### src/design/core_pkg.sv
package core_pkg;

    localparam int XLEN        = 32;
    localparam int REG_ADDR_W  = 5;
    localparam int NUM_REGS    = 32;
    localparam int INSTR_BYTES = 4;

    localparam logic [XLEN-1:0] RESET_PC  = 32'h8000_0000;
    // ADDI x0, x0, 0
    localparam logic [XLEN-1:0] NOP_INSTR = 32'h0000_0013;

    // funct3 codes, shared by OP and OP_IMM
    localparam logic [2:0] F3_ADD_SUB = 3'b000;
    localparam logic [2:0] F3_SLL     = 3'b001;
    localparam logic [2:0] F3_SLT     = 3'b010;
    localparam logic [2:0] F3_SLTU    = 3'b011;
    localparam logic [2:0] F3_XOR     = 3'b100;
    localparam logic [2:0] F3_SRL_SRA = 3'b101;
    localparam logic [2:0] F3_OR      = 3'b110;
    localparam logic [2:0] F3_AND     = 3'b111;

    // funct7 selects SUB and the arithmetic shifts
    localparam logic [6:0] F7_BASE = 7'b000_0000;
    localparam logic [6:0] F7_ALT  = 7'b010_0000;

    typedef enum logic [6:0] {
        OPC_OP     = 7'b011_0011,
        OPC_OP_IMM = 7'b001_0011,
        OPC_LUI    = 7'b011_0111,
        OPC_AUIPC  = 7'b001_0111
    } opcode_e;

    typedef enum logic [4:0] {
        OP_ADD,
        OP_SUB,
        OP_SLL,
        OP_SLT,
        OP_SLTU,
        OP_XOR,
        OP_SRL,
        OP_SRA,
        OP_OR,
        OP_AND,
        OP_ADDI,
        OP_SLTI,
        OP_SLTIU,
        OP_XORI,
        OP_ORI,
        OP_ANDI,
        OP_SLLI,
        OP_SRLI,
        OP_SRAI,
        OP_LUI,
        OP_AUIPC,
        OP_UNKNOWN
    } operation_e;

    function automatic logic [XLEN-1:0] get_i_imm(input logic [XLEN-1:0] instr);
        return {{20{instr[31]}}, instr[31:20]};
    endfunction

    function automatic logic [XLEN-1:0] get_u_imm(input logic [XLEN-1:0] instr);
        return {instr[31:12], 12'b0};
    endfunction

endpackage

### src/design/core_if.sv
interface id_ex_if
    import core_pkg::*;
();

    logic                  valid;
    logic [XLEN-1:0]       pc;
    logic [XLEN-1:0]       instr;
    operation_e            op;
    logic [XLEN-1:0]       imm;
    logic [REG_ADDR_W-1:0] rs1_addr;
    logic [REG_ADDR_W-1:0] rs2_addr;
    logic [XLEN-1:0]       rs1_data;
    logic [XLEN-1:0]       rs2_data;
    logic [REG_ADDR_W-1:0] rd;
    logic                  rd_we;

    modport decode_mp (
        output valid, pc, instr, op, imm, rs1_addr, rs2_addr, rs1_data, rs2_data, rd, rd_we
    );

    modport execute_mp (
        input valid, pc, instr, op, imm, rs1_addr, rs2_addr, rs1_data, rs2_data, rd, rd_we
    );

endinterface

interface ex_wb_if
    import core_pkg::*;
();

    logic                  valid;
    logic [XLEN-1:0]       pc;
    logic [XLEN-1:0]       instr;
    logic [REG_ADDR_W-1:0] rd;
    logic                  rd_we;
    logic [XLEN-1:0]       result;

    modport execute_mp (output valid, pc, instr, rd, rd_we, result);

    modport writeback_mp (input valid, pc, instr, rd, rd_we, result);

endinterface

### src/design/core_top.sv
module core_top
    import core_pkg::*;
(
    input  logic                  clk,
    input  logic                  rstn,
    input  logic [XLEN-1:0]       imem_rdata_i,
    output logic [XLEN-1:0]       imem_addr_o,
    output logic                  retire_valid_o,
    output logic [XLEN-1:0]       retire_pc_o,
    output logic [XLEN-1:0]       retire_instr_o,
    output logic [REG_ADDR_W-1:0] retire_rd_o,
    output logic                  retire_we_o,
    output logic [XLEN-1:0]       retire_data_o
);

    logic                  if_valid;
    logic [XLEN-1:0]       if_pc;
    logic [XLEN-1:0]       if_instr;

    // Register write port, also the forwarding source
    logic                  wb_we;
    logic [REG_ADDR_W-1:0] wb_rd;
    logic [XLEN-1:0]       wb_data;

    id_ex_if id_ex ();
    ex_wb_if ex_wb ();

    fetch_unit fetch_unit_i (
        .clk          (clk),
        .rstn         (rstn),
        .imem_rdata_i (imem_rdata_i),
        .imem_addr_o  (imem_addr_o),
        .if_valid_o   (if_valid),
        .if_pc_o      (if_pc),
        .if_instr_o   (if_instr)
    );

    decode_unit decode_unit_i (
        .clk        (clk),
        .rstn       (rstn),
        .if_valid_i (if_valid),
        .if_pc_i    (if_pc),
        .if_instr_i (if_instr),
        .wb_we_i    (wb_we),
        .wb_rd_i    (wb_rd),
        .wb_data_i  (wb_data),
        .id_ex      (id_ex.decode_mp)
    );

    execute_unit execute_unit_i (
        .clk       (clk),
        .rstn      (rstn),
        .id_ex     (id_ex.execute_mp),
        .wb_we_i   (wb_we),
        .wb_rd_i   (wb_rd),
        .wb_data_i (wb_data),
        .ex_wb     (ex_wb.execute_mp)
    );

    writeback_unit writeback_unit_i (
        .clk            (clk),
        .rstn           (rstn),
        .ex_wb          (ex_wb.writeback_mp),
        .wb_we_o        (wb_we),
        .wb_rd_o        (wb_rd),
        .wb_data_o      (wb_data),
        .retire_valid_o (retire_valid_o),
        .retire_pc_o    (retire_pc_o),
        .retire_instr_o (retire_instr_o),
        .retire_rd_o    (retire_rd_o),
        .retire_we_o    (retire_we_o),
        .retire_data_o  (retire_data_o)
    );

endmodule

### src/design/decode_unit.sv
module decode_unit
    import core_pkg::*;
(
    input  logic                  clk,
    input  logic                  rstn,
    input  logic                  if_valid_i,
    input  logic [XLEN-1:0]       if_pc_i,
    input  logic [XLEN-1:0]       if_instr_i,
    input  logic                  wb_we_i,
    input  logic [REG_ADDR_W-1:0] wb_rd_i,
    input  logic [XLEN-1:0]       wb_data_i,
    id_ex_if.decode_mp            id_ex
);

    opcode_e               opcode;
    logic [2:0]            funct3;
    logic [6:0]            funct7;
    logic [REG_ADDR_W-1:0] rs1_addr;
    logic [REG_ADDR_W-1:0] rs2_addr;
    logic [XLEN-1:0]       rs1_data;
    logic [XLEN-1:0]       rs2_data;
    operation_e            op_d;
    logic [XLEN-1:0]       imm_d;

    assign opcode   = opcode_e'(if_instr_i[6:0]);
    assign funct3   = if_instr_i[14:12];
    assign funct7   = if_instr_i[31:25];
    assign rs1_addr = if_instr_i[19:15];
    assign rs2_addr = if_instr_i[24:20];

    reg_file reg_file_i (
        .clk        (clk),
        .rstn       (rstn),
        .rs1_addr_i (rs1_addr),
        .rs2_addr_i (rs2_addr),
        .wb_we_i    (wb_we_i),
        .wb_rd_i    (wb_rd_i),
        .wb_data_i  (wb_data_i),
        .rs1_data_o (rs1_data),
        .rs2_data_o (rs2_data)
    );

    always_comb begin
        op_d  = OP_UNKNOWN;
        imm_d = '0;
        case (opcode)
            OPC_LUI: begin
                op_d  = OP_LUI;
                imm_d = get_u_imm(if_instr_i);
            end
            OPC_AUIPC: begin
                op_d  = OP_AUIPC;
                imm_d = get_u_imm(if_instr_i);
            end
            OPC_OP_IMM: begin
                imm_d = get_i_imm(if_instr_i);
                case (funct3)
                    F3_ADD_SUB: op_d = OP_ADDI;
                    F3_SLT:     op_d = OP_SLTI;
                    F3_SLTU:    op_d = OP_SLTIU;
                    F3_XOR:     op_d = OP_XORI;
                    F3_OR:      op_d = OP_ORI;
                    F3_AND:     op_d = OP_ANDI;
                    F3_SLL:     op_d = (funct7 == F7_BASE) ? OP_SLLI : OP_UNKNOWN;
                    F3_SRL_SRA: begin
                        if (funct7 == F7_BASE) begin
                            op_d = OP_SRLI;
                        end else if (funct7 == F7_ALT) begin
                            op_d = OP_SRAI;
                        end
                    end
                    default: ;
                endcase
            end
            OPC_OP: begin
                if (funct7 == F7_BASE) begin
                    case (funct3)
                        F3_ADD_SUB: op_d = OP_ADD;
                        F3_SLL:     op_d = OP_SLL;
                        F3_SLT:     op_d = OP_SLT;
                        F3_SLTU:    op_d = OP_SLTU;
                        F3_XOR:     op_d = OP_XOR;
                        F3_SRL_SRA: op_d = OP_SRL;
                        F3_OR:      op_d = OP_OR;
                        F3_AND:     op_d = OP_AND;
                        default: ;
                    endcase
                end else if (funct7 == F7_ALT) begin
                    // Only SUB and SRA use the alternate funct7
                    if (funct3 == F3_ADD_SUB) begin
                        op_d = OP_SUB;
                    end else if (funct3 == F3_SRL_SRA) begin
                        op_d = OP_SRA;
                    end
                end
            end
            default: ;
        endcase
    end

    // ID/EX register
    always_ff @(posedge clk or negedge rstn) begin
        if (!rstn) begin
            id_ex.valid    <= 1'b0;
            id_ex.pc       <= '0;
            id_ex.instr    <= '0;
            id_ex.op       <= OP_UNKNOWN;
            id_ex.imm      <= '0;
            id_ex.rs1_addr <= '0;
            id_ex.rs2_addr <= '0;
            id_ex.rs1_data <= '0;
            id_ex.rs2_data <= '0;
            id_ex.rd       <= '0;
            id_ex.rd_we    <= 1'b0;
        end else begin
            id_ex.valid    <= if_valid_i;
            id_ex.pc       <= if_pc_i;
            id_ex.instr    <= if_instr_i;
            id_ex.op       <= op_d;
            id_ex.imm      <= imm_d;
            id_ex.rs1_addr <= rs1_addr;
            id_ex.rs2_addr <= rs2_addr;
            id_ex.rs1_data <= rs1_data;
            id_ex.rs2_data <= rs2_data;
            id_ex.rd       <= if_instr_i[11:7];
            id_ex.rd_we    <= (op_d != OP_UNKNOWN);
        end
    end

endmodule

### src/design/execute_unit.sv
module execute_unit
    import core_pkg::*;
(
    input  logic                  clk,
    input  logic                  rstn,
    id_ex_if.execute_mp           id_ex,
    input  logic                  wb_we_i,
    input  logic [REG_ADDR_W-1:0] wb_rd_i,
    input  logic [XLEN-1:0]       wb_data_i,
    ex_wb_if.execute_mp           ex_wb
);

    logic [XLEN-1:0] op_a;
    logic [XLEN-1:0] rs2_val;
    logic [XLEN-1:0] op_b;
    logic [4:0]      shamt;

    // Forward from writeback, the instruction just ahead of this one
    assign op_a    = (wb_we_i && (wb_rd_i == id_ex.rs1_addr)) ? wb_data_i : id_ex.rs1_data;
    assign rs2_val = (wb_we_i && (wb_rd_i == id_ex.rs2_addr)) ? wb_data_i : id_ex.rs2_data;

    always_comb begin
        case (id_ex.op)
            OP_ADDI, OP_SLTI, OP_SLTIU, OP_XORI, OP_ORI, OP_ANDI,
            OP_SLLI, OP_SRLI, OP_SRAI: op_b = id_ex.imm;
            default:                   op_b = rs2_val;
        endcase
    end

    // Shift amount is the low five bits of rs2 or of the immediate
    assign shamt = op_b[4:0];

    always_comb begin
        case (id_ex.op)
            OP_ADD, OP_ADDI:   ex_wb.result = op_a + op_b;
            OP_SUB:            ex_wb.result = op_a - op_b;
            OP_SLL, OP_SLLI:   ex_wb.result = op_a << shamt;
            OP_SLT, OP_SLTI:   ex_wb.result = {{(XLEN-1){1'b0}}, $signed(op_a) < $signed(op_b)};
            OP_SLTU, OP_SLTIU: ex_wb.result = {{(XLEN-1){1'b0}}, op_a < op_b};
            OP_XOR, OP_XORI:   ex_wb.result = op_a ^ op_b;
            OP_SRL, OP_SRLI:   ex_wb.result = op_a >> shamt;
            OP_SRA, OP_SRAI:   ex_wb.result = $unsigned($signed(op_a) >>> shamt);
            OP_OR, OP_ORI:     ex_wb.result = op_a | op_b;
            OP_AND, OP_ANDI:   ex_wb.result = op_a & op_b;
            OP_LUI:            ex_wb.result = id_ex.imm;
            OP_AUIPC:          ex_wb.result = id_ex.pc + id_ex.imm;
            default:           ex_wb.result = '0;
        endcase
    end

    assign ex_wb.valid = id_ex.valid;
    assign ex_wb.pc    = id_ex.pc;
    assign ex_wb.instr = id_ex.instr;
    assign ex_wb.rd    = id_ex.rd;
    assign ex_wb.rd_we = id_ex.rd_we;

endmodule

### src/design/fetch_unit.sv
module fetch_unit
    import core_pkg::*;
(
    input  logic            clk,
    input  logic            rstn,
    input  logic [XLEN-1:0] imem_rdata_i,
    output logic [XLEN-1:0] imem_addr_o,
    output logic            if_valid_o,
    output logic [XLEN-1:0] if_pc_o,
    output logic [XLEN-1:0] if_instr_o
);

    logic [XLEN-1:0] pc_q;

    // Straight-line fetch, no redirect
    always_ff @(posedge clk or negedge rstn) begin
        if (!rstn) begin
            pc_q <= RESET_PC;
        end else begin
            pc_q <= pc_q + INSTR_BYTES;
        end
    end

    // Memory read is combinational, so the word belongs to pc_q
    assign imem_addr_o = pc_q;

    // IF/ID register
    always_ff @(posedge clk or negedge rstn) begin
        if (!rstn) begin
            if_valid_o <= 1'b0;
            if_pc_o    <= '0;
            if_instr_o <= '0;
        end else begin
            if_valid_o <= 1'b1;
            if_pc_o    <= pc_q;
            if_instr_o <= imem_rdata_i;
        end
    end

endmodule

### src/design/reg_file.sv
module reg_file
    import core_pkg::*;
(
    input  logic                  clk,
    input  logic                  rstn,
    input  logic [REG_ADDR_W-1:0] rs1_addr_i,
    input  logic [REG_ADDR_W-1:0] rs2_addr_i,
    input  logic                  wb_we_i,
    input  logic [REG_ADDR_W-1:0] wb_rd_i,
    input  logic [XLEN-1:0]       wb_data_i,
    output logic [XLEN-1:0]       rs1_data_o,
    output logic [XLEN-1:0]       rs2_data_o
);

    logic [XLEN-1:0] regs [NUM_REGS];

    always_ff @(posedge clk or negedge rstn) begin
        if (!rstn) begin
            for (int i = 0; i < NUM_REGS; i++) begin
                regs[i] <= '0;
            end
        end else if (wb_we_i) begin
            regs[wb_rd_i] <= wb_data_i;
        end
    end

    // Write-through, a result retiring now is visible to decode
    assign rs1_data_o = (wb_we_i && (wb_rd_i == rs1_addr_i)) ? wb_data_i : regs[rs1_addr_i];
    assign rs2_data_o = (wb_we_i && (wb_rd_i == rs2_addr_i)) ? wb_data_i : regs[rs2_addr_i];

endmodule

### src/design/writeback_unit.sv
module writeback_unit
    import core_pkg::*;
(
    input  logic                  clk,
    input  logic                  rstn,
    ex_wb_if.writeback_mp         ex_wb,
    output logic                  wb_we_o,
    output logic [REG_ADDR_W-1:0] wb_rd_o,
    output logic [XLEN-1:0]       wb_data_o,
    output logic                  retire_valid_o,
    output logic [XLEN-1:0]       retire_pc_o,
    output logic [XLEN-1:0]       retire_instr_o,
    output logic [REG_ADDR_W-1:0] retire_rd_o,
    output logic                  retire_we_o,
    output logic [XLEN-1:0]       retire_data_o
);

    logic                  valid_q;
    logic [XLEN-1:0]       pc_q;
    logic [XLEN-1:0]       instr_q;
    logic [REG_ADDR_W-1:0] rd_q;
    logic                  rd_we_q;
    logic [XLEN-1:0]       result_q;

    // EX/WB register
    always_ff @(posedge clk or negedge rstn) begin
        if (!rstn) begin
            valid_q  <= 1'b0;
            pc_q     <= '0;
            instr_q  <= '0;
            rd_q     <= '0;
            rd_we_q  <= 1'b0;
            result_q <= '0;
        end else begin
            valid_q  <= ex_wb.valid;
            pc_q     <= ex_wb.pc;
            instr_q  <= ex_wb.instr;
            rd_q     <= ex_wb.rd;
            rd_we_q  <= ex_wb.rd_we;
            result_q <= ex_wb.result;
        end
    end

    // The only place x0 writes are filtered out
    assign wb_we_o   = valid_q && rd_we_q && (rd_q != '0);
    assign wb_rd_o   = rd_q;
    assign wb_data_o = result_q;

    assign retire_valid_o = valid_q;
    assign retire_pc_o    = pc_q;
    assign retire_instr_o = instr_q;
    assign retire_rd_o    = rd_q;
    assign retire_we_o    = wb_we_o;
    assign retire_data_o  = result_q;

endmodule

### config.mk
export PLATFORM = sky130hd
export DESIGN_NAME = core_top
export DESIGN_NICKNAME = d
export VERILOG_FILES = /design/src/design/core_pkg.sv /design/src/design/core_if.sv /design/src/design/core_top.sv /design/src/design/decode_unit.sv /design/src/design/execute_unit.sv /design/src/design/fetch_unit.sv /design/src/design/reg_file.sv /design/src/design/writeback_unit.sv
export SDC_FILE = /design/constraint.sdc
export NUM_CORES = 2
export LEC_CHECK = 0
export BUFFER_PORTS_ARGS = -buffer_cell sky130_fd_sc_hd__buf_2
export CORE_MARGIN = 3
export CORE_UTILIZATION = 65
export CTS_CLUSTER_DIAMETER = 60
export DETAILED_ROUTE_END_ITERATION = 8
export PLACE_DENSITY = 0.82
export SYNTH_ARGS = -nofsm -noshare
export SYNTH_HDL_FRONTEND = slang
export SYNTH_SLANG_ARGS = --single-unit
### constraint.sdc
create_clock -name clk -period 11.29 [get_ports clk]
set_input_delay 2.8225 -clock clk [delete_from_list [all_inputs] [get_ports clk]]
set_output_delay 2.8225 -clock clk [all_outputs]
set_load 0.03 [all_outputs]
==> Word level (Yosys, flattened, before mapping) <==
Memories as Yosys holds them, arrays and structs flattened.
Index checks and enable logic that the tools add are counted.
{ "totals": {"memories": 1, "regBits": 1406, "output_inout_bits": 135, "mem_bits_ro": 32, "elab_cells": 157} }
{ "op_classes": {"n_shift": 3, "n_reduce_logical": 22, "add_sub_neg": 4, "magnitude_cmp": 6, "mux": 25, "n_eq_ne": 37, "bitwise": 6} }
{ "mem_list": {"columns": ["memory", "depth", "width", "rd", "rd_clocked_by_memory_dff", "write_ports", "line", "source"], "rows": [
  ["(no name shown)", 8, 4, 1, 0, 0, "decode_unit.sv:77", "case (funct3)"]
]} }
{ "ops": {"columns": ["cell", "n"], "rows": [
  ["bitwise mux 1024 bit", 1],
  ["one-hot mux 32 bit (12 select lines)", 1],
  ["binary-select mux 32 bit (select 5 bit)", 2],
  ["two-way mux 32 bit", 10],
  ["demux 32 bit (select 5 bit)", 1],
  ["adder 32 bit", 2],
  ["< comparator 32 bit", 2],
  ["one-hot mux 32 bit (2 select lines)", 1],
  ["== test 5 x 4 -> 1 bit (second input constant)", 8],
  ["one-hot mux 5 bit (8 select lines)", 1],
  ["adder 32 x 3 -> 32 bit (second input constant)", 1],
  ["bitwise AND 32 bit", 1],
  ["OR 32 bit", 1],
  ["left shift 32 x 5 -> 32 bit", 1],
  ["right shift 32 x 5 -> 32 bit", 1],
  [">>> shifter 32 x 5 -> 32 bit", 1],
  ["subtractor 32 bit", 1],
  ["XOR 32 bit", 1],
  ["== test 5 bit (second input constant)", 5],
  ["two-way mux 5 bit", 5],
  ["== test 7 x 6 -> 1 bit (second input constant)", 3],
  ["== test 5 x 3 -> 1 bit (second input constant)", 4],
  ["== test 5 bit", 4],
  ["one-hot mux 5 bit (4 select lines)", 1],
  ["other kinds (18)", 44]
]} }

==> Logic depth before layout (Yosys ltp) <==
{ "logic_depth": {"word_depth": 7, "mapped_depth": 22} }

==> Modules after synthesis <==
Synthesis repeated with hierarchy kept, for this count alone.
{ "hier_totals": {"cells_unflattened": 6507, "area_unflattened_um2": 79547.5} }
{ "by_module_without_submodules": {"columns": ["mod", "area_each_um2", "seq_area_each_um2", "cells_each", "instances"], "rows": [
  ["reg_file", 55903.6, 25624.6, 3972, 1],
  ["execute_unit", 12828.6, 0.0, 1930, 1],
  ["decode_unit", 4976.0, 4182.8, 283, 1],
  ["fetch_unit", 2960.3, 2328.5, 179, 1],
  ["writeback_unit", 2879.0, 2577.5, 143, 1]
]} }

==> Worst setup path after synthesis <==
OpenSTA, ideal clock, no wires.
{ "synth_timing": {"path_type": "reg2reg", "from": "register writeback_unit_i.retire_instr_o[11] (netlist name)", "to": "register writeback_unit_i.result_q[26], in the netlist writeback_unit_i.retire_data_o[26]", "t_required_ns": 11.221, "stages_incl_launch_ff": 22, "synth_period_minus_slack_ns": 5.476, "t_arrival_ns": 5.407, "setup_ns": 0.069, "path_slack_ns": 5.814, "path_cell_list": "dfrtp_1 > buf_6 > xor2_1 > nor4_4 > nand2_1 > buf_4 > o311ai_4 > buf_2 > buf_1 > buf_2 > ha_1 > clkbuf_1 > and3b_1 > o2bb2ai_1 > a311o_1 > a311oi_1 > o211ai_1 > o311a_1 > or4_1 > a22oi_1 > a211oi_1 > nand3_1"} }
{ "synth_lines": {"columns": ["item", "line", "source"], "rows": [
  ["to (signal assigned)", "writeback_unit.sv:40", "result_q <= ex_wb.result;"],
  ["to (decl)", "writeback_unit.sv:23", "logic [XLEN-1:0] result_q;"]
]} }

==> results.yml <==
outcome:
  run_status: "completed"
finish:
  nets: 5715
  area_growth_pct: 9.33
  mostFrequentLayoutCell: "dfrtp_1"
  most-common-layout-cells: "dfrtp_1, mux2_2, mux4_2"
  final_area_sq_um: 83600
  drive_gt1_share_pct: 41.0
  final_cells: 7186
  fillers: 7341
clock_network:
  cts.sinks: 1378
  clockRootBuffer: "clkbuf_16"
  cts_made_buffers: 147
  cts_setup_buffers: 0
  clk_latency_ns: 0.83
  clockBufferDepth: 3
  clk_pin_slew_worst_paths_ns: 0.06
  htreeDepth: 4
  cts_tree: "built"
  ctsResizeCount: 0
  cts_hold_buf: 0
global_route:
  grt_overflow: 0
  first_global_vias: 54446
  track_usage_pct: 42.6
  antenna_found_initial: 10
  grt_pass1_wl_um: 376000
  grt_start_max_net_pins: 185
worst_setup_path:
  end_kind: "flop"
  cp_slowest_stage_delay_ns: 0.76
  cp.required_ns: 11.96
  cp.arrival_ns: 7.91
  startpoint_type: "flop"
  cp_cell_sequence: "nor2_2, a211oi_4, nand2_2, buf_4, o311a_2, inv_2, ha_1, o21bai_1, o2bb2ai_1, a311o_1, a311oi_1, o211ai_1, o311a_1, o21ai_1, o41a_1, a32oi_1, a211o_1"
  crit_slowest_cell: "a311oi_1"
  cp_max_fo: 31
  path_class: "reg2reg"
sta:
  worst_slew_pin_slew_ns: 1.34
  hold_violations: 0
  drv_slew: 0
  rsz0062_at_grt: "no"
  fin_crit_sh_pct: 64.1
  fin_crit_ns: 7.23
  skew_ns: 0.0634
  max_freq_ghz: 0.138
  finalSetupTns_ns: 0
  slew_headroom_pct: 10.4
  setup_slack_ns: 4.06
  setup_viol: 0
placement:
  dpl_cell_area_sq_um: 78500
  place_ws_ns: 4.22
  placed_cells: 6914
  place_hpwl_um: 161000
  io_buffers: 164
  gp_congestion: 1.09
synthesis:
  ys_ff_latch: 1378
  async_reset_ff_share_pct: 100
  synth_cell_types: 99
  syn_area_sq_um: 76500
  synthFlopType: "dfrtp_1"
  avgSynthCellArea_sq_um: 13.6
  netlist_instances: 5624
  yosysSeqAreaShare_pct: 45.1
  synth_warnings: 0
  synth-edff-count: 0
route:
  drt_iter0_markers: 6682
  viasPerCell: 7.46
  drc: 0
  firstDrtPassIters: 9
  ant_nets: 0
  wl_per_cell_um: 35.7
  vias: 53593
  drt_wl_total_um: 256000
pwr:
  ir_drop_uv: 158
  p_leak_nw: 39.1
  powerDensity_nw_per_um2: 126
job:
  cap_violations: 0
die:
  io_pins: 169
  row_count: 125
  core_sq_um: 117000
  start_util_pct: 65.7
  die_w_um: 349
  fp.dieH_um: 349
  dieArea_sq_um: 122000
hold_path:
  hp-class: "reg2reg"
## worst paths after layout
check / startpoint / endpoint / slack (ns) / depth (start not counted)
worst max-delay path: writeback_unit_i.retire_instr_o[8] / writeback_unit_i.retire_data_o[30] / 4.06 / 17
min in group asynchronous: rstn / writeback_unit_i.retire_instr_o[0] / 1.98 / 1
worst min-delay path: fetch_unit_i.if_pc_o[28] / decode_unit_i.id_ex.pc[28] / 0.34 / 0
worst max register to register: writeback_unit_i.retire_instr_o[8] / writeback_unit_i.retire_data_o[30] / 4.06 / 17
worst min register to register: fetch_unit_i.if_pc_o[28] / decode_unit_i.id_ex.pc[28] / 0.34 / 0
max in group asynchronous: rstn / decode_unit_i.reg_file_i.regs[884] / 7.02 / 3
## worst max-delay path: cells and delay by family, from the launching register on
| kind | cells | cell delay (ns) |
|---|---|---|
| flip-flops | 1 | 0.68 |
| AO/OA/AOI/OAI | 12 | 4.26 |
| AND/OR/NAND/NOR | 2 | 0.80 |
| adder cells (fa/ha/maj) | 1 | 0.33 |
| buffers and inverters | 2 | 0.98 |
## report_power, final
group | internal (W) | switching [W]
sequential | 0.00496 | 0.0000515
combinational | 0.000137 | 0.000304
clock | 0.00296 | 0.00213
total | 0.00805 | 0.00248
## registers in the layout, indices dropped and copies added, names as in the netlist
| signal | count |
|---|---|
| writeback_unit_i.retire_data_o | 32 |
| decode_unit_i.id_ex.imm | 32 |
| decode_unit_i.id_ex.op | 5 |
| fetch_unit_i.if_valid_o | 1 |
| fetch_unit_i.if_instr_o | 32 |
| decode_unit_i.id_ex.pc | 30 |
| writeback_unit_i.retire_pc_o | 30 |
| decode_unit_i.id_ex.valid | 1 |
| decode_unit_i.id_ex.rs1_data | 32 |
| fetch_unit_i.if_pc_o | 30 |
| fetch_unit_i.imem_addr_o | 30 |
| decode_unit_i.reg_file_i.regs | 1024 |
| decode_unit_i.id_ex.rd_we | 1 |
| decode_unit_i.id_ex.instr | 32 |
| decode_unit_i.id_ex.rs2_data | 32 |
| writeback_unit_i.rd_we_q | 1 |
| writeback_unit_i.retire_valid_o | 1 |
| writeback_unit_i.retire_instr_o | 32 |
## final cells by class
type	count	area, sq um	share of cell area (%)
Antenna cell	5	12.5	0.0150
Clock buffer	212	4280	5.12
Clock inverter	55	858	1.03
Inverter	106	400	0.479
Multi-Input combinational cell	3599	39600	47.4
Sequential cell	1378	34500	41.3
Tap cell	1524	1910	2.28
Timing Repair Buffer	307	2020	2.42
## cell families (layout without fill, tap and decap cells)
kind of cell               count (synthesis)  in the layout  share of synthesized area [%]
muxes                                   1898           1898                           37.2
DFF                                     1378           1378                           45.1
AOI/OAI and AO/OA                        777            777                           6.73
and+or+nand+nor                          699            699                           4.30
buffers and inverters                    650            680                           3.46
adders and majority gates                142            142                           2.35
xor gates and xnor gates                  78             78                          0.893
other                                      2             10                        0.00982
## synthesized netlist by cell type, types with 25 or more instances
cell type	n	share of area [%]
nand2_1	191	0.94
mux2_2	1029	15
a21oi_1	218	1.4
nor3_1	45	0.29
mux4_2	644	19
xor2_1	34	0.39
nand4_1	27	0.22
a211oi_1	40	0.39
o22ai_1	29	0.24
inv_1	101	0.50
buf_1	124	0.61
a22oi_1	25	0.25
o21ai_0	146	0.96
nor2_1	227	1.1
dfrtp_1	1374	45
a21o_1	50	0.49
nand3_1	62	0.41
clkbuf_1	366	1.8
ha_1	139	2.3
mux2i_1	209	2.7
o211ai_1	31	0.30
xnor2_1	44	0.50
## layer usage
layer	global-route usage [%]	vias up	part of all wire (%)	wire length, um
li1	-	21209	-	-
met1	58.5	28047	38	96800
met2	62.7	3507	45	114000
met3	11.5	826	11	29000
met4	22.9	4	6.3	16100
met5	0	-	0.0098	25
## stage by stage
stage	util (%)	power, W	hold WS (ns)
after floorplan	-	0.00533	0.331
after global placement	67.4	0.00554	0.332
after detailed placement	67.4	0.00554	0.335
after CTS	71.8	0.0106	0.344
after global routing	71.8	0.0108	0.351
final	71.8	0.0105	0.343
No activity file was read; power rests on OpenSTA's default activity.
